[src/gba_io_pkg.sv]
// shared types and register map of the I/O block
// bus addresses are byte addresses; every region is word aligned
// irq_src_t and keys_t are laid out so that bit 0 is the lowest register bit
package gba_io_pkg;

    typedef logic [27:0] io_adr_t;
    typedef logic [3:0]  io_be_t;
    typedef logic [15:0] io_half_t;

    typedef enum logic [1:0] {
        ACC_BYTE    = 2'd0,
        ACC_HALF    = 2'd1,
        ACC_WORD    = 2'd2,
        ACC_INVALID = 2'd3
    } io_acc_e;

    typedef struct packed {
        io_half_t hi;
        io_half_t lo;
    } io_halves_t;

    // one bus word, either as byte lanes or as a register pair
    typedef union packed {
        logic [31:0] raw;
        io_halves_t  halves;
    } io_word_u;

    typedef struct packed {
        logic     valid;
        logic     we;
        logic [1:0] idx;   // word index inside the region
        io_be_t   be;
        io_word_u wdata;
    } io_req_t;

    // IF/IE bit order, vblank is bit 0
    typedef struct packed {
        logic       gamepak;
        logic       keypad;
        logic [3:0] dma;
        logic       serial;
        logic [3:0] timer;
        logic       vcount;
        logic       hblank;
        logic       vblank;
    } irq_src_t;

    // 1 while pressed, a is bit 0
    typedef struct packed {
        logic l;
        logic r;
        logic down;
        logic up;
        logic left;
        logic right;
        logic start;
        logic select;
        logic b;
        logic a;
    } keys_t;

    typedef struct packed {
        logic [7:0] unused_hi;
        logic       start;
        logic       irq_en;
        logic [2:0] unused_lo;
        logic       count_up;
        logic [1:0] prescale;
    } tmr_ctrl_t;

    localparam io_adr_t TIMER_BASE = 28'h000_0100; // four words
    localparam io_adr_t KEY_BASE   = 28'h000_0130; // one word
    localparam io_adr_t INTR_BASE  = 28'h000_0200; // four words

    localparam int unsigned PRESC_DIV [4] = '{1, 64, 256, 1024};

    // byte-lane merge of one halfword register
    function automatic io_half_t merge_half(io_half_t cur, io_half_t nxt, logic [1:0] be);
        io_half_t res;
        res = cur;
        if (be[0])
            res[7:0] = nxt[7:0];
        if (be[1])
            res[15:8] = nxt[15:8];
        return res;
    endfunction

endpackage

[src/gba_timer_channel.sv]
// one timer channel; overflow is combinational so cascades ripple in one cycle
// irq is a registered one-cycle pulse
module gba_timer_channel (
    input  logic                  clk16,
    input  logic                  resetn,
    input  logic                  wr_reload,
    input  logic                  wr_ctrl,
    input  gba_io_pkg::io_half_t  wdata_half,
    input  logic [1:0]            be_half,
    input  logic [3:0]            div_tick,
    input  logic                  cascade_in,
    output gba_io_pkg::io_half_t  count,
    output gba_io_pkg::tmr_ctrl_t ctrl,
    output logic                  overflow,
    output logic                  irq
);

    gba_io_pkg::io_half_t  reload_q;
    gba_io_pkg::io_half_t  count_q;
    gba_io_pkg::tmr_ctrl_t ctrl_q;
    gba_io_pkg::tmr_ctrl_t ctrl_new;
    logic                  ctrl_we;
    logic                  start_load;
    logic                  step;

    // control fields all sit in the low byte
    always_comb begin
        ctrl_new           = wdata_half;
        ctrl_new.unused_hi = '0;
        ctrl_new.unused_lo = '0;
    end

    assign ctrl_we    = wr_ctrl & be_half[0];
    assign start_load = ctrl_we & ctrl_new.start & ~ctrl_q.start;  // start 0 -> 1

    assign step = ctrl_q.start &
                  (ctrl_q.count_up ? cascade_in : div_tick[ctrl_q.prescale]);
    assign overflow = step & (count_q == 16'hFFFF);

    always_ff @(posedge clk16) begin
        if (!resetn) begin
            reload_q <= '0;
            ctrl_q   <= '0;
            count_q  <= '0;
            irq      <= 1'b0;
        end else begin
            if (wr_reload)
                reload_q <= gba_io_pkg::merge_half(reload_q, wdata_half, be_half);
            if (ctrl_we)
                ctrl_q <= ctrl_new;

            if (start_load)
                count_q <= reload_q;
            else if (overflow)
                count_q <= reload_q;   // wrap reloads in the same edge
            else if (step)
                count_q <= count_q + 16'd1;

            irq <= overflow & ctrl_q.irq_en;
        end
    end

    assign count = count_q;
    assign ctrl  = ctrl_q;

endmodule

[src/gba_timers.sv]
// four 16-bit timers sharing one free-running prescaler
// word n: counter (lo, reload on write) and control (hi)
// control writes land one cycle after the strobe, so a word write that
// starts a timer loads the reload value written with it
module gba_timers (
    input  logic                 clk16,
    input  logic                 resetn,
    input  gba_io_pkg::io_req_t  req,
    output gba_io_pkg::io_word_u rdata,
    output logic [3:0]           timer_irq
);

    logic [9:0]               pre_cnt;
    logic [3:0]               div_tick;
    logic [3:0]               ovf;
    logic [3:0]               casc;
    logic [3:0]               wr_reload;
    logic [3:0]               ctrl_wr_q;
    gba_io_pkg::io_half_t     ctrl_hi_q;
    logic [1:0]               ctrl_be_q;
    gba_io_pkg::io_half_t     wdata_half;
    logic [1:0]               be_half;
    gba_io_pkg::io_half_t     cnt [4];
    gba_io_pkg::tmr_ctrl_t    ctl [4];

    always_ff @(posedge clk16) begin
        if (!resetn)
            pre_cnt <= '0;
        else
            pre_cnt <= pre_cnt + 10'd1;
    end

    // staged control half
    always_ff @(posedge clk16) begin
        ctrl_hi_q <= req.wdata.halves.hi;
        ctrl_be_q <= req.be[3:2];
    end

    assign casc       = {ovf[2:0], 1'b0};  // timer 0 has nothing to cascade from
    assign wdata_half = |ctrl_wr_q ? ctrl_hi_q : req.wdata.halves.lo;
    assign be_half    = |ctrl_wr_q ? ctrl_be_q : req.be[1:0];

    for (genvar i = 0; i < 4; i++) begin : g_chan
        localparam logic [9:0] DIV_MASK = 10'(gba_io_pkg::PRESC_DIV[i] - 1);

        assign div_tick[i]  = (pre_cnt & DIV_MASK) == DIV_MASK;
        assign wr_reload[i] = req.valid & req.we & (req.idx == 2'(i)) & |req.be[1:0];

        always_ff @(posedge clk16) begin
            if (!resetn)
                ctrl_wr_q[i] <= 1'b0;
            else
                ctrl_wr_q[i] <= req.valid & req.we & (req.idx == 2'(i)) & |req.be[3:2];
        end

        gba_timer_channel u_chan (
            .clk16      (clk16),
            .resetn     (resetn),
            .wr_reload  (wr_reload[i]),
            .wr_ctrl    (ctrl_wr_q[i]),
            .wdata_half (wdata_half),
            .be_half    (be_half),
            .div_tick   (div_tick),
            .cascade_in (casc[i]),
            .count      (cnt[i]),
            .ctrl       (ctl[i]),
            .overflow   (ovf[i]),
            .irq        (timer_irq[i])
        );
    end

    always_comb begin
        rdata.halves.lo = cnt[req.idx];
        rdata.halves.hi = ctl[req.idx];
    end

endmodule

[src/gba_io_bus.sv]
// register-bus front end, one access outstanding at a time
// done and read data come back exactly one cycle after the ena strobe
// unmapped addresses complete normally and read as 0
module gba_io_bus (
    input  logic                  clk16,
    input  logic                  resetn,
    input  logic                  bus_ena,
    input  logic                  bus_rnw,
    input  gba_io_pkg::io_adr_t   bus_adr,
    input  gba_io_pkg::io_acc_e   bus_acc,
    input  gba_io_pkg::io_word_u  bus_din,
    output logic                  bus_done,
    output gba_io_pkg::io_word_u  bus_dout,
    output gba_io_pkg::io_req_t   timer_req,
    output gba_io_pkg::io_req_t   key_req,
    output gba_io_pkg::io_req_t   intr_req,
    input  gba_io_pkg::io_word_u  timer_rdata,
    input  gba_io_pkg::io_word_u  key_rdata,
    input  gba_io_pkg::io_word_u  intr_rdata
);

    function automatic gba_io_pkg::io_be_t calc_be(gba_io_pkg::io_acc_e acc,
                                                   logic [1:0] lo);
        gba_io_pkg::io_be_t be;
        case (acc)
            gba_io_pkg::ACC_BYTE: be = 4'b0001 << lo;
            gba_io_pkg::ACC_HALF: be = lo[1] ? 4'b1100 : 4'b0011;
            gba_io_pkg::ACC_WORD: be = 4'b1111;
            default:              be = 4'b0000;
        endcase
        return be;
    endfunction

    logic                 timer_hit;
    logic                 key_hit;
    logic                 intr_hit;
    gba_io_pkg::io_req_t  req;
    gba_io_pkg::io_word_u rd_sel;

    //////////////////////////////
    // decode
    //////////////////////////////

    assign timer_hit = bus_adr[27:4] == gba_io_pkg::TIMER_BASE[27:4];
    assign key_hit   = bus_adr[27:2] == gba_io_pkg::KEY_BASE[27:2];
    assign intr_hit  = bus_adr[27:4] == gba_io_pkg::INTR_BASE[27:4];

    // common request, valid gated per region below
    always_comb begin
        req       = '0;
        req.we    = ~bus_rnw;
        req.idx   = bus_adr[3:2];
        req.be    = calc_be(bus_acc, bus_adr[1:0]);
        req.wdata = bus_din;
    end

    always_comb begin
        timer_req       = req;
        timer_req.valid = bus_ena & timer_hit;
        key_req         = req;
        key_req.valid   = bus_ena & key_hit;
        intr_req        = req;
        intr_req.valid  = bus_ena & intr_hit;
    end

    //////////////////////////////
    // read return
    //////////////////////////////

    always_comb begin
        if (timer_hit)
            rd_sel = timer_rdata;
        else if (key_hit)
            rd_sel = key_rdata;
        else if (intr_hit)
            rd_sel = intr_rdata;
        else
            rd_sel = '0;   // unmapped
    end

    always_ff @(posedge clk16) begin
        if (!resetn) begin
            bus_done <= 1'b0;
            bus_dout <= '0;
        end else begin
            bus_done <= bus_ena;
            if (bus_ena)
                bus_dout <= rd_sel;   // whole word, enables ignored on read
        end
    end

endmodule

[src/gba_interrupts.sv]
// interrupt controller: IE/IF at word 0, IME at word 2, halt request at word 3
// words 1 and 3 read as 0; halt is write-only
// a set from a source wins over a write-1 clear in the same cycle
module gba_interrupts (
    input  logic                  clk16,
    input  logic                  resetn,
    input  gba_io_pkg::io_req_t   req,
    output gba_io_pkg::io_word_u  rdata,
    input  gba_io_pkg::irq_src_t  irq_ext,
    input  logic [3:0]            timer_irq,
    input  logic                  key_irq,
    output logic                  irq,
    output logic                  halt
);

    logic [13:0]          ie_q;
    logic [13:0]          if_q;
    logic                 ime_q;
    logic                 wr;
    logic [13:0]          if_clr;
    logic                 pending;
    gba_io_pkg::io_half_t ie_new;
    gba_io_pkg::irq_src_t src;

    assign wr = req.valid & req.we;

    // local sources replace the external timer and keypad bits
    always_comb begin
        src        = irq_ext;
        src.timer  = timer_irq;
        src.keypad = key_irq;
    end

    always_comb begin
        if_clr = '0;
        if (wr && req.idx == 2'd0) begin
            if (req.be[2])
                if_clr[7:0] = req.wdata.raw[23:16];
            if (req.be[3])
                if_clr[13:8] = req.wdata.raw[29:24];
        end
    end

    assign ie_new  = gba_io_pkg::merge_half({2'b00, ie_q}, req.wdata.halves.lo, req.be[1:0]);
    assign pending = |(ie_q & if_q);

    always_ff @(posedge clk16) begin
        if (!resetn) begin
            ie_q  <= '0;
            if_q  <= '0;
            ime_q <= 1'b0;
            halt  <= 1'b0;
            irq   <= 1'b0;
        end else begin
            if (wr && req.idx == 2'd0)
                ie_q <= ie_new[13:0];
            if_q <= (if_q & ~if_clr) | src;
            if (wr && req.idx == 2'd2 && req.be[0])
                ime_q <= req.wdata.raw[0];

            if (pending)
                halt <= 1'b0;   // any enabled flag wakes, IME not involved
            else if (wr && req.idx == 2'd3 && req.be[1])
                halt <= 1'b1;

            irq <= ime_q & pending;
        end
    end

    always_comb begin
        rdata = '0;
        case (req.idx)
            2'd0:    rdata.raw = {2'b00, if_q, 2'b00, ie_q};
            2'd2:    rdata.raw = {31'd0, ime_q};
            default: rdata.raw = '0;
        endcase
    end

endmodule

[src/gba_joypad.sv]
// keypad: KEYINPUT (lo, active low, read-only) and KEYCNT (hi)
// key_irq is a registered level, high while the KEYCNT condition holds
module gba_joypad (
    input  logic                 clk16,
    input  logic                 resetn,
    input  gba_io_pkg::io_req_t  req,
    output gba_io_pkg::io_word_u rdata,
    input  gba_io_pkg::keys_t    keys,
    output logic                 key_irq
);

    logic [9:0] mask_q;
    logic       en_q;
    logic       mode_q;   // 1: all masked keys, 0: any
    logic [9:0] hit;
    logic       cond;

    always_ff @(posedge clk16) begin
        if (!resetn) begin
            mask_q  <= '0;
            en_q    <= 1'b0;
            mode_q  <= 1'b0;
            key_irq <= 1'b0;
        end else begin
            if (req.valid && req.we && req.be[2])
                mask_q[7:0] <= req.wdata.raw[23:16];
            if (req.valid && req.we && req.be[3]) begin
                mask_q[9:8] <= req.wdata.raw[25:24];
                en_q        <= req.wdata.raw[30];
                mode_q      <= req.wdata.raw[31];
            end
            key_irq <= cond;
        end
    end

    assign hit  = keys & mask_q;
    assign cond = en_q & (mode_q ? (hit == mask_q) : |hit);

    assign rdata.halves.lo = {6'd0, ~keys};
    assign rdata.halves.hi = {mode_q, en_q, 4'd0, mask_q};

endmodule

[src/gba_io_top.sv]
// memory-mapped I/O block: timers, keypad and interrupt controller
// bus master must wait for done before the next ena
// irq_ext timer and keypad fields are ignored
module gba_io_top (
    input  logic                 clk16,
    input  logic                 resetn,
    input  logic                 bus_ena,
    input  logic                 bus_rnw,
    input  gba_io_pkg::io_adr_t  bus_adr,
    input  gba_io_pkg::io_acc_e  bus_acc,
    input  gba_io_pkg::io_word_u bus_din,
    output logic                 bus_done,
    output gba_io_pkg::io_word_u bus_dout,
    input  gba_io_pkg::keys_t    keys,
    input  gba_io_pkg::irq_src_t irq_ext,
    output logic                 irq,
    output logic                 halt
);

    gba_io_pkg::io_req_t  timer_req;
    gba_io_pkg::io_req_t  key_req;
    gba_io_pkg::io_req_t  intr_req;
    gba_io_pkg::io_word_u timer_rdata;
    gba_io_pkg::io_word_u key_rdata;
    gba_io_pkg::io_word_u intr_rdata;
    logic [3:0]           timer_irq;
    logic                 key_irq;

    gba_io_bus u_bus (
        .clk16       (clk16),
        .resetn      (resetn),
        .bus_ena     (bus_ena),
        .bus_rnw     (bus_rnw),
        .bus_adr     (bus_adr),
        .bus_acc     (bus_acc),
        .bus_din     (bus_din),
        .bus_done    (bus_done),
        .bus_dout    (bus_dout),
        .timer_req   (timer_req),
        .key_req     (key_req),
        .intr_req    (intr_req),
        .timer_rdata (timer_rdata),
        .key_rdata   (key_rdata),
        .intr_rdata  (intr_rdata)
    );

    gba_timers u_timers (
        .clk16     (clk16),
        .resetn    (resetn),
        .req       (timer_req),
        .rdata     (timer_rdata),
        .timer_irq (timer_irq)
    );

    gba_joypad u_joypad (
        .clk16   (clk16),
        .resetn  (resetn),
        .req     (key_req),
        .rdata   (key_rdata),
        .keys    (keys),
        .key_irq (key_irq)
    );

    gba_interrupts u_intr (
        .clk16     (clk16),
        .resetn    (resetn),
        .req       (intr_req),
        .rdata     (intr_rdata),
        .irq_ext   (irq_ext),
        .timer_irq (timer_irq),
        .key_irq   (key_irq),
        .irq       (irq),
        .halt      (halt)
    );

endmodule

[config.mk]
export PLATFORM = sky130hd
export DESIGN_NAME = gba_io_top
export DESIGN_NICKNAME = d
export VERILOG_FILES = /design/src/gba_io_pkg.sv /design/src/gba_timer_channel.sv /design/src/gba_timers.sv /design/src/gba_io_bus.sv /design/src/gba_interrupts.sv /design/src/gba_joypad.sv /design/src/gba_io_top.sv
export SDC_FILE = /design/constraint.sdc
export NUM_CORES = 1
export LEC_CHECK = 0
export BUFFER_PORTS_ARGS = -buffer_cell sky130_fd_sc_hd__buf_2
export CAP_MARGIN = 10
export CELL_PAD_IN_SITES_DETAIL_PLACEMENT = 0
export CELL_PAD_IN_SITES_GLOBAL_PLACEMENT = 1
export CORE_MARGIN = 4
export CORE_UTILIZATION = 45
export CTS_BUF_LIST = sky130_fd_sc_hd__clkbuf_16
export CTS_CLUSTER_DIAMETER = 30
export DETAILED_ROUTE_END_ITERATION = 10
export PLACE_DENSITY = 0.84
export SLEW_MARGIN = 20
export SYNTH_ARGS = -nofsm -noshare
export SYNTH_HDL_FRONTEND = slang
export SYNTH_SLANG_ARGS = --single-unit
[constraint.sdc]
create_clock -name clk16 -period 3.6 [get_ports clk16]
set_input_delay 0.36 -clock clk16 [delete_from_list [all_inputs] [get_ports clk16]]
set_output_delay 0.36 -clock clk16 [all_outputs]
set_load 0.02 [all_outputs]
## Word level (Yosys, flattened, before mapping)

Cells that the tools add are included.

| word-level totals | value |
|---|---|
| flip-flop bits (word level) | 261 |
| bits in latches | 0 |
| memory bits (writable) | 0 |
| memory bits (read-only) | 0 |
| output and inout port bits | 35 |
| word-level logic and storage cells | 207 |
| memories | 0 |

| cells by class | value |
|---|---|
| $add $sub $neg | 5 |
| multipliers | 0 |
| divide/modulo/power cells | 0 |
| $lt $le $gt $ge | 5 |
| eq/ne operators | 16 |
| shift-type cells | 1 |
| mux-type cells | 42 |
| bitwise logic cells | 56 |
| reductions and logical operators | 30 |

Operator list:

| operator | count |
|---|---|
| $mux W16 | 17 |
| $mux W32 | 3 |
| $add A16 B1 Y16 const B | 4 |
| $bmux W16 S2 | 2 |
| $eq A16 B16 Y1 const B | 4 |
| $pmux W30 S2 | 1 |
| $and A1 B1 Y1 | 43 |
| $and A14 B14 Y14 | 2 |
| $eq A26 B7 Y1 const B | 1 |
| $eq A24 B5 Y1 const B | 1 |
| $eq A24 B6 Y1 const B | 1 |
| $reduce_and A2 Y1 | 10 |
| $reduce_or A15 Y1 | 1 |
| $mux W14 | 1 |
| $not A14 Y14 | 1 |
| $or A14 B14 Y14 | 1 |
| $reduce_or A14 Y1 | 1 |
| $lt A2 B3 Y1 const B | 4 |
| $pmux W4 S3 | 1 |
| $reduce_bool A3 Y1 | 4 |
| $add A10 B1 Y10 const B | 1 |
| $and A10 B10 Y10 | 1 |
| $eq A10 B10 Y1 | 1 |
| $eq A10 B10 Y1 const B | 1 |
| other kinds (20) | 48 |

## Logic depth before layout (Yosys ltp)

Gate-level depths: netlist of the first run.

| logic depth | value |
|---|---|
| depth in word-level cells | 17 |
| mapped depth | 11 |
| depth with buffers taken out | 8 |

## Cells and area by module

From an unflattened synthesis of the first run, not the netlist that was laid out.

| unflattened totals | value |
|---|---|
| cells, all modules | 1806 |
| area, all modules | 15359.7 um^2 |

Modules (own cells, without submodules):

| module | instances | cells each | area an instance (um^2) | seq. area each (um^2) |
|---|---|---|---|---|
| gba_timer_channel (u_timers.g_chan[0].u_chan ...) | 3 | 267 | 2070.7 | 760.7 |
| gba_io_bus | 1 | 378 | 3024.2 | 660.6 |
| gba_timers | 1 | 145 | 1943.1 | 640.6 |
| gba_timer_channel (u_timers.g_chan[3].u_chan) | 1 | 241 | 1918.1 | 760.7 |
| gba_interrupts | 1 | 162 | 1525.2 | 620.6 |
| gba_joypad | 1 | 79 | 737.0 | 260.2 |

## Least setup slack after synthesis of the first run

Ideal clock, no wire load.

| timing path | value |
|---|---|
| path type | register -> register |
| from | register u_timers.pre_cnt[0] |
| to | register u_timers.g_chan[0].u_chan.count_q[4] |
| data arrival time | 2423 ps |
| setup slack | 1050 ps |
| cell stages (with the launch flop) | 11 |
| clock period less this slack | 2550 ps |
| cells stage by stage | dfxtp_1 > ha_1 > nand3_1 > buf_2 > o311ai_0 > nand4_1 > o21ai_2 > buf_4 > mux2_2 > a22oi_1 > nor2_1 |

| on the way | value |
|---|---|
| word-level cells in the longest chain between the ends | 8 |

Ends and longest elaborated chain:

| what | RTL line | RTL |
|---|---|---|
| start: declaration | gba_timers.sv:13 | `logic [9:0] pre_cnt;` |
| start signal: assignment | gba_timers.sv:30 | `pre_cnt <= pre_cnt + 10'd1;` |
| $eq A10 B10 Y1, or another cell as far along | gba_timers.sv:46 | `assign div_tick[i] = (pre_cnt & DIV_MASK) == DIV_MASK;` |
| $bmux W1 S2 * | gba_timer_channel.sv:37 | `(ctrl_q.count_up ? cascade_in : div_tick[ctrl_q.prescale]);` |
| $mux W1 (not written as such) * | gba_timer_channel.sv:37 |  |
| $mux W1 * | gba_timer_channel.sv:37 |  |
| $and A1 B1 Y1 * | gba_timer_channel.sv:36 | `assign step = ctrl_q.start &` |
| $and A1 B1 Y1 | gba_timer_channel.sv:38 | `assign overflow = step & (count_q == 16'hFFFF);` |
| $mux W16 | gba_timer_channel.sv:54 | `else if (overflow)` |
| $mux W16 | gba_timer_channel.sv:52 | `if (start_load)` |
| end signal: assignment | gba_timer_channel.sv:53 | `count_q <= reload_q;` |
| end signal: assignment | gba_timer_channel.sv:55 | `count_q <= reload_q;` |
| end signal: assignment | gba_timer_channel.sv:57 | `count_q <= count_q + 16'd1;` |
| end: declaration | gba_timer_channel.sv:19 | `gba_io_pkg::io_half_t count_q;` |

Every way passes the cells marked *; elsewhere a longest branch is shown, timed or not. The select of a mux whose other input is x is not followed.
A chain may end at the register's enable or synchronous reset.

## Worst setup path after layout of the first run

| timing path | value |
|---|---|
| from | register u_timers.pre_cnt[0] |
| to | register u_timers.g_chan[0].u_chan.count_q[3] |

Same word-level chain as after synthesis.

==> impl_summary.log, run 1 <==
INFO  metric status = complete, no violations
INFO  metric synth.yosys.seq_area_share = 0.427
INFO  metric core-area = 26,900 um^2
INFO  metric final_area = 15,300 um^2
INFO  metric synthesis.nets = 1,449
INFO  metric final.setup.worst_slack = 362 ps
INFO  metric tritoncts.num_buffers = 58
INFO  metric layout.nets = 1,596
INFO  metric filler_cell_count = 2,364
INFO  metric routed_via_density = 6.16
INFO  metric syn-mean-instance-area = 9.04 um^2
INFO  metric fin_cells = 1,887
INFO  metric data_required_time_at_the_worst_endpoint = 4010 ps
INFO  metric flow.area_growth_from_synthesis = 24.6%
INFO  metric grt_start_max_net_pins = 111
INFO  metric ys_ff_latch = 261
INFO  metric period_needed = 3240 ps
INFO  metric mostFrequentLayoutCell = sky130_fd_sc_hd__dfxtp_1
INFO  metric final_clock_period_utilization_by_the_worst_path = 0.899
INFO  metric drt_drc_violations_left = 0
INFO  metric leakage_component_of_the_power = 5.79 nW
INFO  metric place.detailed.hpwl = 28,800 um
INFO  metric drt-initial-drc-count = 1,161
INFO  metric clock_tree.root_cell = sky130_fd_sc_hd__clkbuf_16
INFO  metric globalRouteOverflowTotal = 0
INFO  metric postSynthCellCount = 1,354
INFO  metric synth-warning-count = 0
INFO  metric initial_core_util = 0.456
INFO  metric rows = 60
INFO  metric post_drt_wl_per_cell = 21.6 um
INFO  metric dpl_cell_area = 13,200 um^2
INFO  metric final_setup_tns = 0 ps
INFO  metric dp_slack = 399 ps
INFO  metric worst-slew-pin-transition = 1060 ps
INFO  metric finalClockSkew = 29.5 ps
INFO  metric worst-path-max-fanout = 34
INFO  metric drv_cap = 0
INFO  metric rsz0062_at_grt = false
INFO  metric power_per_cell_area = 547 nW/um^2
INFO  metric place_congestion = 0.940
INFO  metric timing.max_slew.rel_slack = 0.273
INFO  metric postCtsSetupBuffers = 0
INFO  metric worst_hold_slack = 21.3 ps
INFO  metric report.final.setup_viol = 0
INFO  metric dieHeight = 173 um
INFO  metric hold_buffers = 19
INFO  metric maximum_count_of_clock_buffers_along_a_single_path = 3
INFO  metric drive_above_1_share = 0.208
INFO  metric postCtsResizedCells = 0
INFO  metric edff_count_synth = 0
INFO  metric clk_latency = 570 ps
INFO  metric clock-sinks = 261
INFO  metric synth.cell_area = 12,200 um^2
INFO  metric grt_first_pass_wirelength = 63,300 um
INFO  metric ios = 125
INFO  metric grt_use_met3 = 0.0498
INFO  metric number_of_antenna_violations_at_the_first_check_in_global_routing = 0
INFO  metric detail-route-antenna-nets = 0
INFO  metric vias = 11,600
INFO  metric dpl.cell_count = 1,763
INFO  metric die_width = 173 um
INFO  metric layout.cells.most_common_list = sky130_fd_sc_hd__dfxtp_1 (261), sky130_fd_sc_hd__nor2_1 (203), sky130_fd_sc_hd__buf_2 (119)
INFO  metric critPathKind = flop to flop
INFO  metric share_of_synthesized_flip_flops_with_an_asynchronous_set_or_reset = 0
INFO  metric arrival = 3650 ps
INFO  metric synth_flop_cell = sky130_fd_sc_hd__dfxtp_1
INFO  metric globalRouteMet1Util = 0.356
INFO  metric achievable-frequency = 309 MHz
INFO  metric place.port_buffers = 119
INFO  metric firstDrtPassIters = 6
INFO  metric timing_hold_violations_final = 0
INFO  metric cts_tree = built
INFO  metric power.ir.vdd_worst = 0.425 mV
INFO  metric area_of_the_die = 29,900 um^2
INFO  metric cts.clk_slew.worst_paths = 50 ps
INFO  metric track_usage = 0.262
INFO  metric gr-usage-met2 = 0.418
INFO  metric first_global_vias = 11,000
INFO  metric antenna_cells_inserted = 0
INFO  metric timing.final.max_slew_violations = 0
INFO  metric hp-class = input pin to flop
INFO  metric worst_setup_sp_type = flop
INFO  metric finalWirelength = 40,700 um
INFO  metric globalRoute.busiestLayer = met2
INFO  metric synth.lib_cells_used.distinct = 88
INFO  metric cts.htree.levels = 2
INFO  metric critical_path.endpoint_type = flop
through the flow:
| step | utilization | total power [mW] |
|---|---|---|
| floorplan | - | 3.17 |
| global placement | 0.490 | 3.32 |
| detailed placement | 0.490 | 3.32 |
| CTS | 0.568 | 8.38 |
| global route | 0.568 | 8.58 |
| finish | 0.568 | 8.35 |
path summary, 6_finish.rpt:
check	start	endpoint	cells after the start	slack (ps)
setup / recovery	u_timers.pre_cnt[0]$_SDFF_PN0_	u_timers.g_chan[0].u_chan.count[3]$_SDFFE_PN0P_	9	360
setup reg to reg	u_timers.pre_cnt[0]$_SDFF_PN0_	u_timers.g_chan[0].u_chan.count[3]$_SDFFE_PN0P_	9	360
hold / removal	irq_ext[11]	u_intr.if_q[11]$_SDFF_PN0_	3	20
hold reg to reg	u_timers.pre_cnt[0]$_SDFF_PN0_	u_timers.pre_cnt[0]$_SDFF_PN0_	1	460
critical path, cell delays in order (launching register included):
cell,delay [ps]
sky130_fd_sc_hd__dfxtp_1,360
sky130_fd_sc_hd__ha_1,220
sky130_fd_sc_hd__nand3_1,320
sky130_fd_sc_hd__o311ai_0,690
sky130_fd_sc_hd__nand4_1,340
sky130_fd_sc_hd__o21ai_2,190
sky130_fd_sc_hd__buf_4,350
sky130_fd_sc_hd__mux2_2,380
sky130_fd_sc_hd__a22oi_1,190
sky130_fd_sc_hd__nor2_1,50
power by group:
part / switching [mW] / internal [mW]
clock network: 1.73 / 3.33
logic: 0.197 / 0.117
registers: 0.0397 / 2.94
total: 1.96 / 6.38
layer usage:
metal,wire [um],part of all wire
met1,17600,0.43
met5,0,0
met3,3050,0.075
met2,18700,0.46
met4,1380,0.034
synthesized netlist by cell type (8+ instances only):
master	instances	area, um^2
sky130_fd_sc_hd__dfxtp_1	261	5230
sky130_fd_sc_hd__nor2_1	203	762
sky130_fd_sc_hd__a211oi_1	102	766
sky130_fd_sc_hd__nand2_1	95	357
sky130_fd_sc_hd__mux2i_1	58	581
sky130_fd_sc_hd__clkbuf_1	55	206
sky130_fd_sc_hd__a21oi_1	52	260
sky130_fd_sc_hd__nand3_1	40	200
sky130_fd_sc_hd__o21ai_0	39	195
sky130_fd_sc_hd__nand4_1	24	150
sky130_fd_sc_hd__nor3_1	23	115
sky130_fd_sc_hd__a22oi_1	21	158
sky130_fd_sc_hd__inv_1	20	75.1
sky130_fd_sc_hd__mux4_2	20	450
sky130_fd_sc_hd__nor4_1	19	119
sky130_fd_sc_hd__and3_1	17	106
sky130_fd_sc_hd__buf_2	17	85.1
sky130_fd_sc_hd__a31oi_1	15	93.8
sky130_fd_sc_hd__o22ai_1	15	93.8
sky130_fd_sc_hd__a222oi_1	13	130
sky130_fd_sc_hd__and2_1	13	81.3
sky130_fd_sc_hd__o21a_1	13	97.6
sky130_fd_sc_hd__or3_1	12	75.1
sky130_fd_sc_hd__a221oi_1	9	78.8
sky130_fd_sc_hd__a21boi_0	8	60.1
sky130_fd_sc_hd__mux2_2	8	90.1
sky130_fd_sc_hd__nand2b_1	8	50.1
sky130_fd_sc_hd__nor2_4	8	90.1
sky130_fd_sc_hd__nor2b_1	8	50.1
sky130_fd_sc_hd__or2_2	8	50.1
registers in the layout (all words and copies together) (netlist names), 2 cells and up:
signal and cells:
u_timers.ctrl_wr_q 4, u_timers.g_chan.u_chan.reload_q 64, u_intr.ie_q 14, u_intr.if_q 14, u_timers.ctrl_be_q 2, u_timers.g_chan.u_chan.irq 4, u_timers.pre_cnt 10, u_timers.ctrl_hi_q 16
u_joypad.mask_q 10, u_timers.g_chan.u_chan.ctrl 20, u_timers.g_chan.u_chan.count 64, u_bus.bus_dout 32
cell type report:
| class | count | area [um^2] | area share |
|---|---|---|---|
| clock buffer | 59 | 1480 | 0.0968 |
| clock inverter | 46 | 417 | 0.0273 |
| inverter | 21 | 83.8 | 0.00550 |
| multi-input combinational | 986 | 6560 | 0.430 |
| sequential | 261 | 5230 | 0.343 |
| tap | 341 | 427 | 0.0280 |
| timing repair buffer | 173 | 1060 | 0.0696 |
cell families (layout without fill, tap and decap cells):
kind of cell / count (synthesis) / count (layout) / share of synthesized area
fa+ha+maj: 5 / 5 / 0.00511
xor+xnor: 6 / 6 / 0.00429
mux: 87 / 87 / 0.0937
flops: 261 / 261 / 0.427
simple gates: 525 / 525 / 0.217
buf+inv: 107 / 299 / 0.0376
compound gates: 363 / 363 / 0.216
Power figures use the tool's default switching activity.
==> run 2, diff against run 1 <==
--- a/config.mk
+++ b/config.mk
@@ -5,7 +5,7 @@
 export SDC_FILE = /design/constraint.sdc
 export NUM_CORES = 1
 export LEC_CHECK = 0
-export BUFFER_PORTS_ARGS = -buffer_cell sky130_fd_sc_hd__buf_2
+export BUFFER_PORTS_ARGS = -buffer_cell sky130_fd_sc_hd__buf_4
 export CAP_MARGIN = 10
 export CELL_PAD_IN_SITES_DETAIL_PLACEMENT = 0
 export CELL_PAD_IN_SITES_GLOBAL_PLACEMENT = 1
==> impl_summary.log, run 2 (synthesized netlist as in run 1, its figures left out) <==
INFO  metric clk_latency = 570 ps
INFO  metric cts.htree.levels = 2
INFO  metric finalClockSkew = 35.0 ps
INFO  metric report.final.setup_viol = 0
INFO  metric timing.hold.worst_path_depth = 3
INFO  metric drt-initial-drc-count = 1,252
INFO  metric critPathKind = flop to flop
INFO  metric critical_path.endpoint_type = flop
INFO  metric core-area = 26,900 um^2
INFO  metric arrival = 3830 ps
INFO  metric period_needed = 3360 ps
INFO  metric final.setup.worst_slack = 235 ps
INFO  metric cts.clk_slew.worst_paths = 50 ps
INFO  metric place.port_buffers = 119
INFO  metric firstDrtPassIters = 6
INFO  metric postCtsSetupBuffers = 0
INFO  metric worst-slew-pin-transition = 985 ps
INFO  metric hp-class = input pin to flop
INFO  metric antenna_cells_inserted = 0
INFO  metric area_of_the_die = 29,900 um^2
INFO  metric routed_via_density = 6.14
INFO  metric filler_cell_count = 2,355
INFO  metric maximum_count_of_clock_buffers_along_a_single_path = 3
INFO  metric cts_tree = built
INFO  metric timing.max_slew.rel_slack = 0.337
INFO  metric finalWirelength = 40,800 um
INFO  metric grt_start_max_net_pins = 100
INFO  metric place.detailed.hpwl = 28,600 um
INFO  metric final_clock_period_utilization_by_the_worst_path = 0.935
INFO  metric layout.cells.most_common_list = sky130_fd_sc_hd__dfxtp_1 (261), sky130_fd_sc_hd__nor2_1 (203), sky130_fd_sc_hd__buf_4 (148)
INFO  metric tritoncts.num_buffers = 59
INFO  metric mostFrequentLayoutCell = sky130_fd_sc_hd__dfxtp_1
INFO  metric worst-path-max-fanout = 18
INFO  metric detail-route-antenna-nets = 0
INFO  metric track_usage = 0.261
INFO  metric clock-sinks = 261
INFO  metric vias = 11,600
INFO  metric final_setup_tns = 0 ps
INFO  metric initial_core_util = 0.456
INFO  metric rsz0062_at_grt = false
INFO  metric achievable-frequency = 297 MHz
INFO  metric first_global_vias = 10,900
INFO  metric power_per_cell_area = 552 nW/um^2
INFO  metric rows = 60
INFO  metric ios = 125
INFO  metric number_of_antenna_violations_at_the_first_check_in_global_routing = 0
INFO  metric status = complete, no violations
INFO  metric worst_setup_sp_type = flop
INFO  metric place_congestion = 0.895
INFO  metric worst_hold_slack = 17.0 ps
INFO  metric flow.area_growth_from_synthesis = 27.5%
INFO  metric leakage_component_of_the_power = 5.93 nW
INFO  metric grt_first_pass_wirelength = 63,100 um
INFO  metric globalRouteOverflowTotal = 0
INFO  metric setup.reg_to_reg.worst_slack = 240 ps
INFO  metric dieHeight = 173 um
INFO  metric multiInputGateArea = 6560 um^2
INFO  metric data_required_time_at_the_worst_endpoint = 4070 ps
INFO  metric layout.area.seq = 5230 um^2
INFO  metric timing_hold_violations_final = 0
INFO  metric timing.final.max_slew_violations = 0
INFO  metric clock_tree.root_cell = sky130_fd_sc_hd__clkbuf_16
INFO  metric layout.nets = 1,594
INFO  metric drt_drc_violations_left = 0
INFO  metric die_width = 173 um
INFO  metric dp_slack = 395 ps
INFO  metric post_drt_wl_per_cell = 21.7 um
INFO  metric drive_above_1_share = 0.199
INFO  metric power.ir.vdd_worst = 0.342 mV
INFO  metric timing.reg2reg.worst_path_depth = 8
INFO  metric drv_cap = 0
## run 2: cell types whose count changed in the layout (fill, tap and decap cells not counted), sizes merged
cell / delta
inv: +4
clkinv: -2
bufinv: +5
buf: -5
clkinvlp: -6
dlygate4sd3: +2
## run 2: report_power, final
group	internal [mW]	switching, mW
Clock	3.65	1.65
Combinational	0.148	0.199
Sequential	2.94	0.0396
## run 2: through the flow
step	cell area, um^2	util	power (mW)	cells
3_3_place_gp	13400	0.500	3.35	1758
3_5_place_dp	13400	0.500	3.35	1758
2_1_floorplan	12200	-	3.17	1354
6_report	15600	0.581	8.62	1885
4_1_cts	15600	0.581	8.67	1885
5_1_grt	15600	0.581	8.85	1885
## run 2: layout make-up
cell class | count | area share
clock inverters | 47 | 0.0317
clock buffers | 59 | 0.0946
repair buffers | 170 | 0.0859
inverters | 21 | 0.00537
multi-input cells | 986 | 0.420
flip-flops and latches | 261 | 0.335
well taps | 341 | 0.0273
## run 2: worst paths after layout
kind,from,end
worst max-delay path,u_timers.pre_cnt[0]$_SDFF_PN0_,u_timers.g_chan[3].u_chan.count[15]$_SDFFE_PN0P_
worst min-delay path,irq_ext[8],u_intr.if_q[8]$_SDFF_PN0_
worst max register to register,u_timers.pre_cnt[0]$_SDFF_PN0_,u_timers.g_chan[3].u_chan.count[15]$_SDFFE_PN0P_
worst min register to register,u_joypad.key_irq$_SDFF_PN0_,u_intr.if_q[12]$_SDFF_PN0_
## run 2: what timing repair did
action                     4_1_cts  5_1_grt
setup endpoints to repair        0        0
hold buffers                    21        0
hold endpoints to repair        21        0
resized for setup                0        0
## run 2: critical path, cell delays in order, from the launching register on
cell	delay [ps]
sky130_fd_sc_hd__dfxtp_1	370
sky130_fd_sc_hd__ha_1	230
sky130_fd_sc_hd__nand3_1	330
sky130_fd_sc_hd__o311ai_0	670
sky130_fd_sc_hd__nand4_1	160
sky130_fd_sc_hd__a21oi_1	550
sky130_fd_sc_hd__nor2_2	300
sky130_fd_sc_hd__or4_1	530
sky130_fd_sc_hd__a31oi_1	140
## run 2: routing by layer
| layer | vias to the layer above | wire [um] | GRT usage |
|---|---|---|---|
| met3 | 90 | 3090 | 0.0503 |
| met2 | 524 | 18900 | 0.419 |
| met1 | 5529 | 17500 | 0.353 |
| met5 | - | 0 | 0 |
| li1 | 5426 | - | - |
| met4 | 0 | 1340 | 0.0944 |
==> run 3, diff against run 2 <==
--- a/config.mk
+++ b/config.mk
@@ -14,7 +14,7 @@
 export CTS_BUF_LIST = sky130_fd_sc_hd__clkbuf_16
 export CTS_CLUSTER_DIAMETER = 30
 export DETAILED_ROUTE_END_ITERATION = 10
-export PLACE_DENSITY = 0.84
+export PLACE_DENSITY_LB_ADDON = 0.1
 export SLEW_MARGIN = 20
 export SYNTH_ARGS = -nofsm -noshare
 export SYNTH_HDL_FRONTEND = slang
==> impl_summary.log, run 3 (synthesized netlist as in run 1, its figures left out) <==
INFO  metric comb_power_share = 0.040
INFO  metric tritoncts.num_buffers = 61
INFO  metric worst-path-max-fanout = 18
INFO  metric vias = 11,500
INFO  metric routed_via_density = 6.01
INFO  metric final_clock_period_utilization_by_the_worst_path = 0.899
INFO  metric critPathSlowestCell = sky130_fd_sc_hd__nor4_2
INFO  metric globalRouteOverflowTotal = 0
INFO  metric grt_start_max_net_pins = 117
INFO  metric dp_slack = 302 ps
INFO  metric flow.area_growth_from_synthesis = 28.9%
INFO  metric place_congestion = 0.896
INFO  metric critPathKind = flop to flop
INFO  metric power_report.internal_total = 6.68 mW
INFO  metric rsz0062_at_grt = false
INFO  metric dieHeight = 173 um
INFO  metric power.ir.vdd_worst = 0.428 mV
INFO  metric critical_path.endpoint_type = flop
INFO  metric hp-class = input pin to flop
INFO  metric die_width = 173 um
INFO  metric timing.critical_path.max_delay_family = simple AND/OR/NAND/NOR gates
INFO  metric cts.htree.levels = 2
INFO  metric finalWirelength = 42,200 um
INFO  metric postCtsSetupBuffers = 0
INFO  metric worst-slew-pin-transition = 1100 ps
INFO  metric timing.final.max_slew_violations = 0
INFO  metric switching_share = 0.235
INFO  metric leakage_component_of_the_power = 5.98 nW
INFO  metric power_share_of_the_clock_group = 0.619
INFO  metric mostFrequentLayoutCell = sky130_fd_sc_hd__dfxtp_1
INFO  metric clock-sinks = 261
INFO  metric period_needed = 3240 ps
INFO  metric place.port_buffers = 119
INFO  metric drv_cap = 0
INFO  metric maximum_count_of_clock_buffers_along_a_single_path = 3
INFO  metric clock_tree.root_cell = sky130_fd_sc_hd__clkbuf_16
INFO  metric place.detailed.hpwl = 30,200 um
INFO  metric drt-initial-drc-count = 984
INFO  metric final_setup_tns = 0 ps
INFO  metric cts.clk_slew.worst_paths = 50 ps
INFO  metric core-area = 26,900 um^2
INFO  metric initial_core_util = 0.456
INFO  metric timing_hold_violations_final = 0
INFO  metric critical_path_buffer_and_inverter_count = 0
INFO  metric power_per_cell_area = 553 nW/um^2
INFO  metric rows = 60
INFO  metric report.final.setup_viol = 0
INFO  metric post_drt_wl_per_cell = 22.2 um
INFO  metric layout.cells.most_common_list = sky130_fd_sc_hd__dfxtp_1 (261), sky130_fd_sc_hd__nor2_1 (202), sky130_fd_sc_hd__buf_4 (156)
INFO  metric cts_tree = built
INFO  metric cpPeakStageDelay = 570 ps
INFO  metric antenna_cells_inserted = 0
INFO  metric status = complete, no violations
INFO  metric detail-route-antenna-nets = 0
INFO  metric critical_path.cell_chain = ha_1, nand3_1, a2111oi_1, o41ai_2, nor4_2, nor2_2, or4_1, a31oi_1
INFO  metric drt_drc_violations_left = 0
INFO  metric postCtsResizedCells = 0
INFO  metric area_of_the_die = 29,900 um^2
INFO  metric drive_above_1_share = 0.213
INFO  metric grt_first_pass_wirelength = 65,400 um
INFO  metric ios = 125
INFO  metric final.setup.worst_slack = 364 ps
INFO  metric worst_setup_sp_type = flop
INFO  metric first_global_vias = 11,100
INFO  metric p_switching = 2.05 mW
INFO  metric track_usage = 0.274
INFO  metric finalClockSkew = 19.8 ps
INFO  metric number_of_antenna_violations_at_the_first_check_in_global_routing = 0
INFO  metric firstDrtPassIters = 5
INFO  metric hold_buffers = 24
INFO  metric achievable-frequency = 309 MHz
INFO  metric power.sequential.fraction = 0.341
INFO  metric layout.nets = 1,607
INFO  metric data_required_time_at_the_worst_endpoint = 4100 ps
INFO  metric timing.max_slew.rel_slack = 0.247
INFO  metric clk_latency = 580 ps
INFO  metric arrival = 3740 ps
run 3: cell types whose count changed in the layout (fill, tap and decap cells not counted), sizes merged:
cell / change
clkinvlp: +8
clkinv: +6
dlygate4sd3: +3
bufinv: -3
buf: +8
clkbuf: +2
inv: -3
run 3: layout make-up:
cell class,count,area [um^2]
repair buffers,181,1430
clock buffers,61,1530
multi-input cells,986,6570
flip-flops and latches,261,5230
fillers,2410,11100
clock inverters,55,523
well taps,341,427
inverters,21,83.8
run 3: per-stage QoR:
step / utilization / total power [mW] / instances / area, um^2 / hold slack (ps)
CTS: 0.587 / 8.78 / 1906 / 15800 / 5.71
detailed placement: 0.502 / 3.35 / 1766 / 13500 / 440
finish: 0.587 / 8.73 / 1906 / 15800 / 25.9
floorplan: - / 3.17 / 1354 / 12200 / 388
global route: 0.587 / 8.98 / 1906 / 15800 / 16.4
global placement: 0.502 / 3.35 / 1766 / 13500 / 426
run 3: final timing paths:
path | slack [ps] | startpoint | end | cells after the start
max | 360 | u_timers.pre_cnt[0]$_SDFF_PN0_ | u_timers.g_chan[3].u_chan.count[15]$_SDFFE_PN0P_ | 8
min reg2reg | 460 | u_timers.pre_cnt[0]$_SDFF_PN0_ | u_timers.pre_cnt[0]$_SDFF_PN0_ | 1
min | 30 | irq_ext[0] | u_intr.if_q[0]$_SDFF_PN0_ | 2
max reg2reg | 360 | u_timers.pre_cnt[0]$_SDFF_PN0_ | u_timers.g_chan[3].u_chan.count[15]$_SDFFE_PN0P_ | 8
run 3: metal layers:
layer,GRT usage,part of all wire
met4,0.100,0.035
met2,0.447,0.46
met5,0,0
met1,0.362,0.44
met3,0.0544,0.065
run 3: power groups by stage:
stage | clock [mW] | combinational [mW] | sequential (mW)
finish | 5.40 | 0.350 | 2.97
global route | 5.63 | 0.373 | 2.98
CTS | 5.45 | 0.349 | 2.97
detailed placement | 0 | 0.326 | 3.03
global placement | 0 | 0.323 | 3.03
floorplan | 0 | 0.146 | 3.03
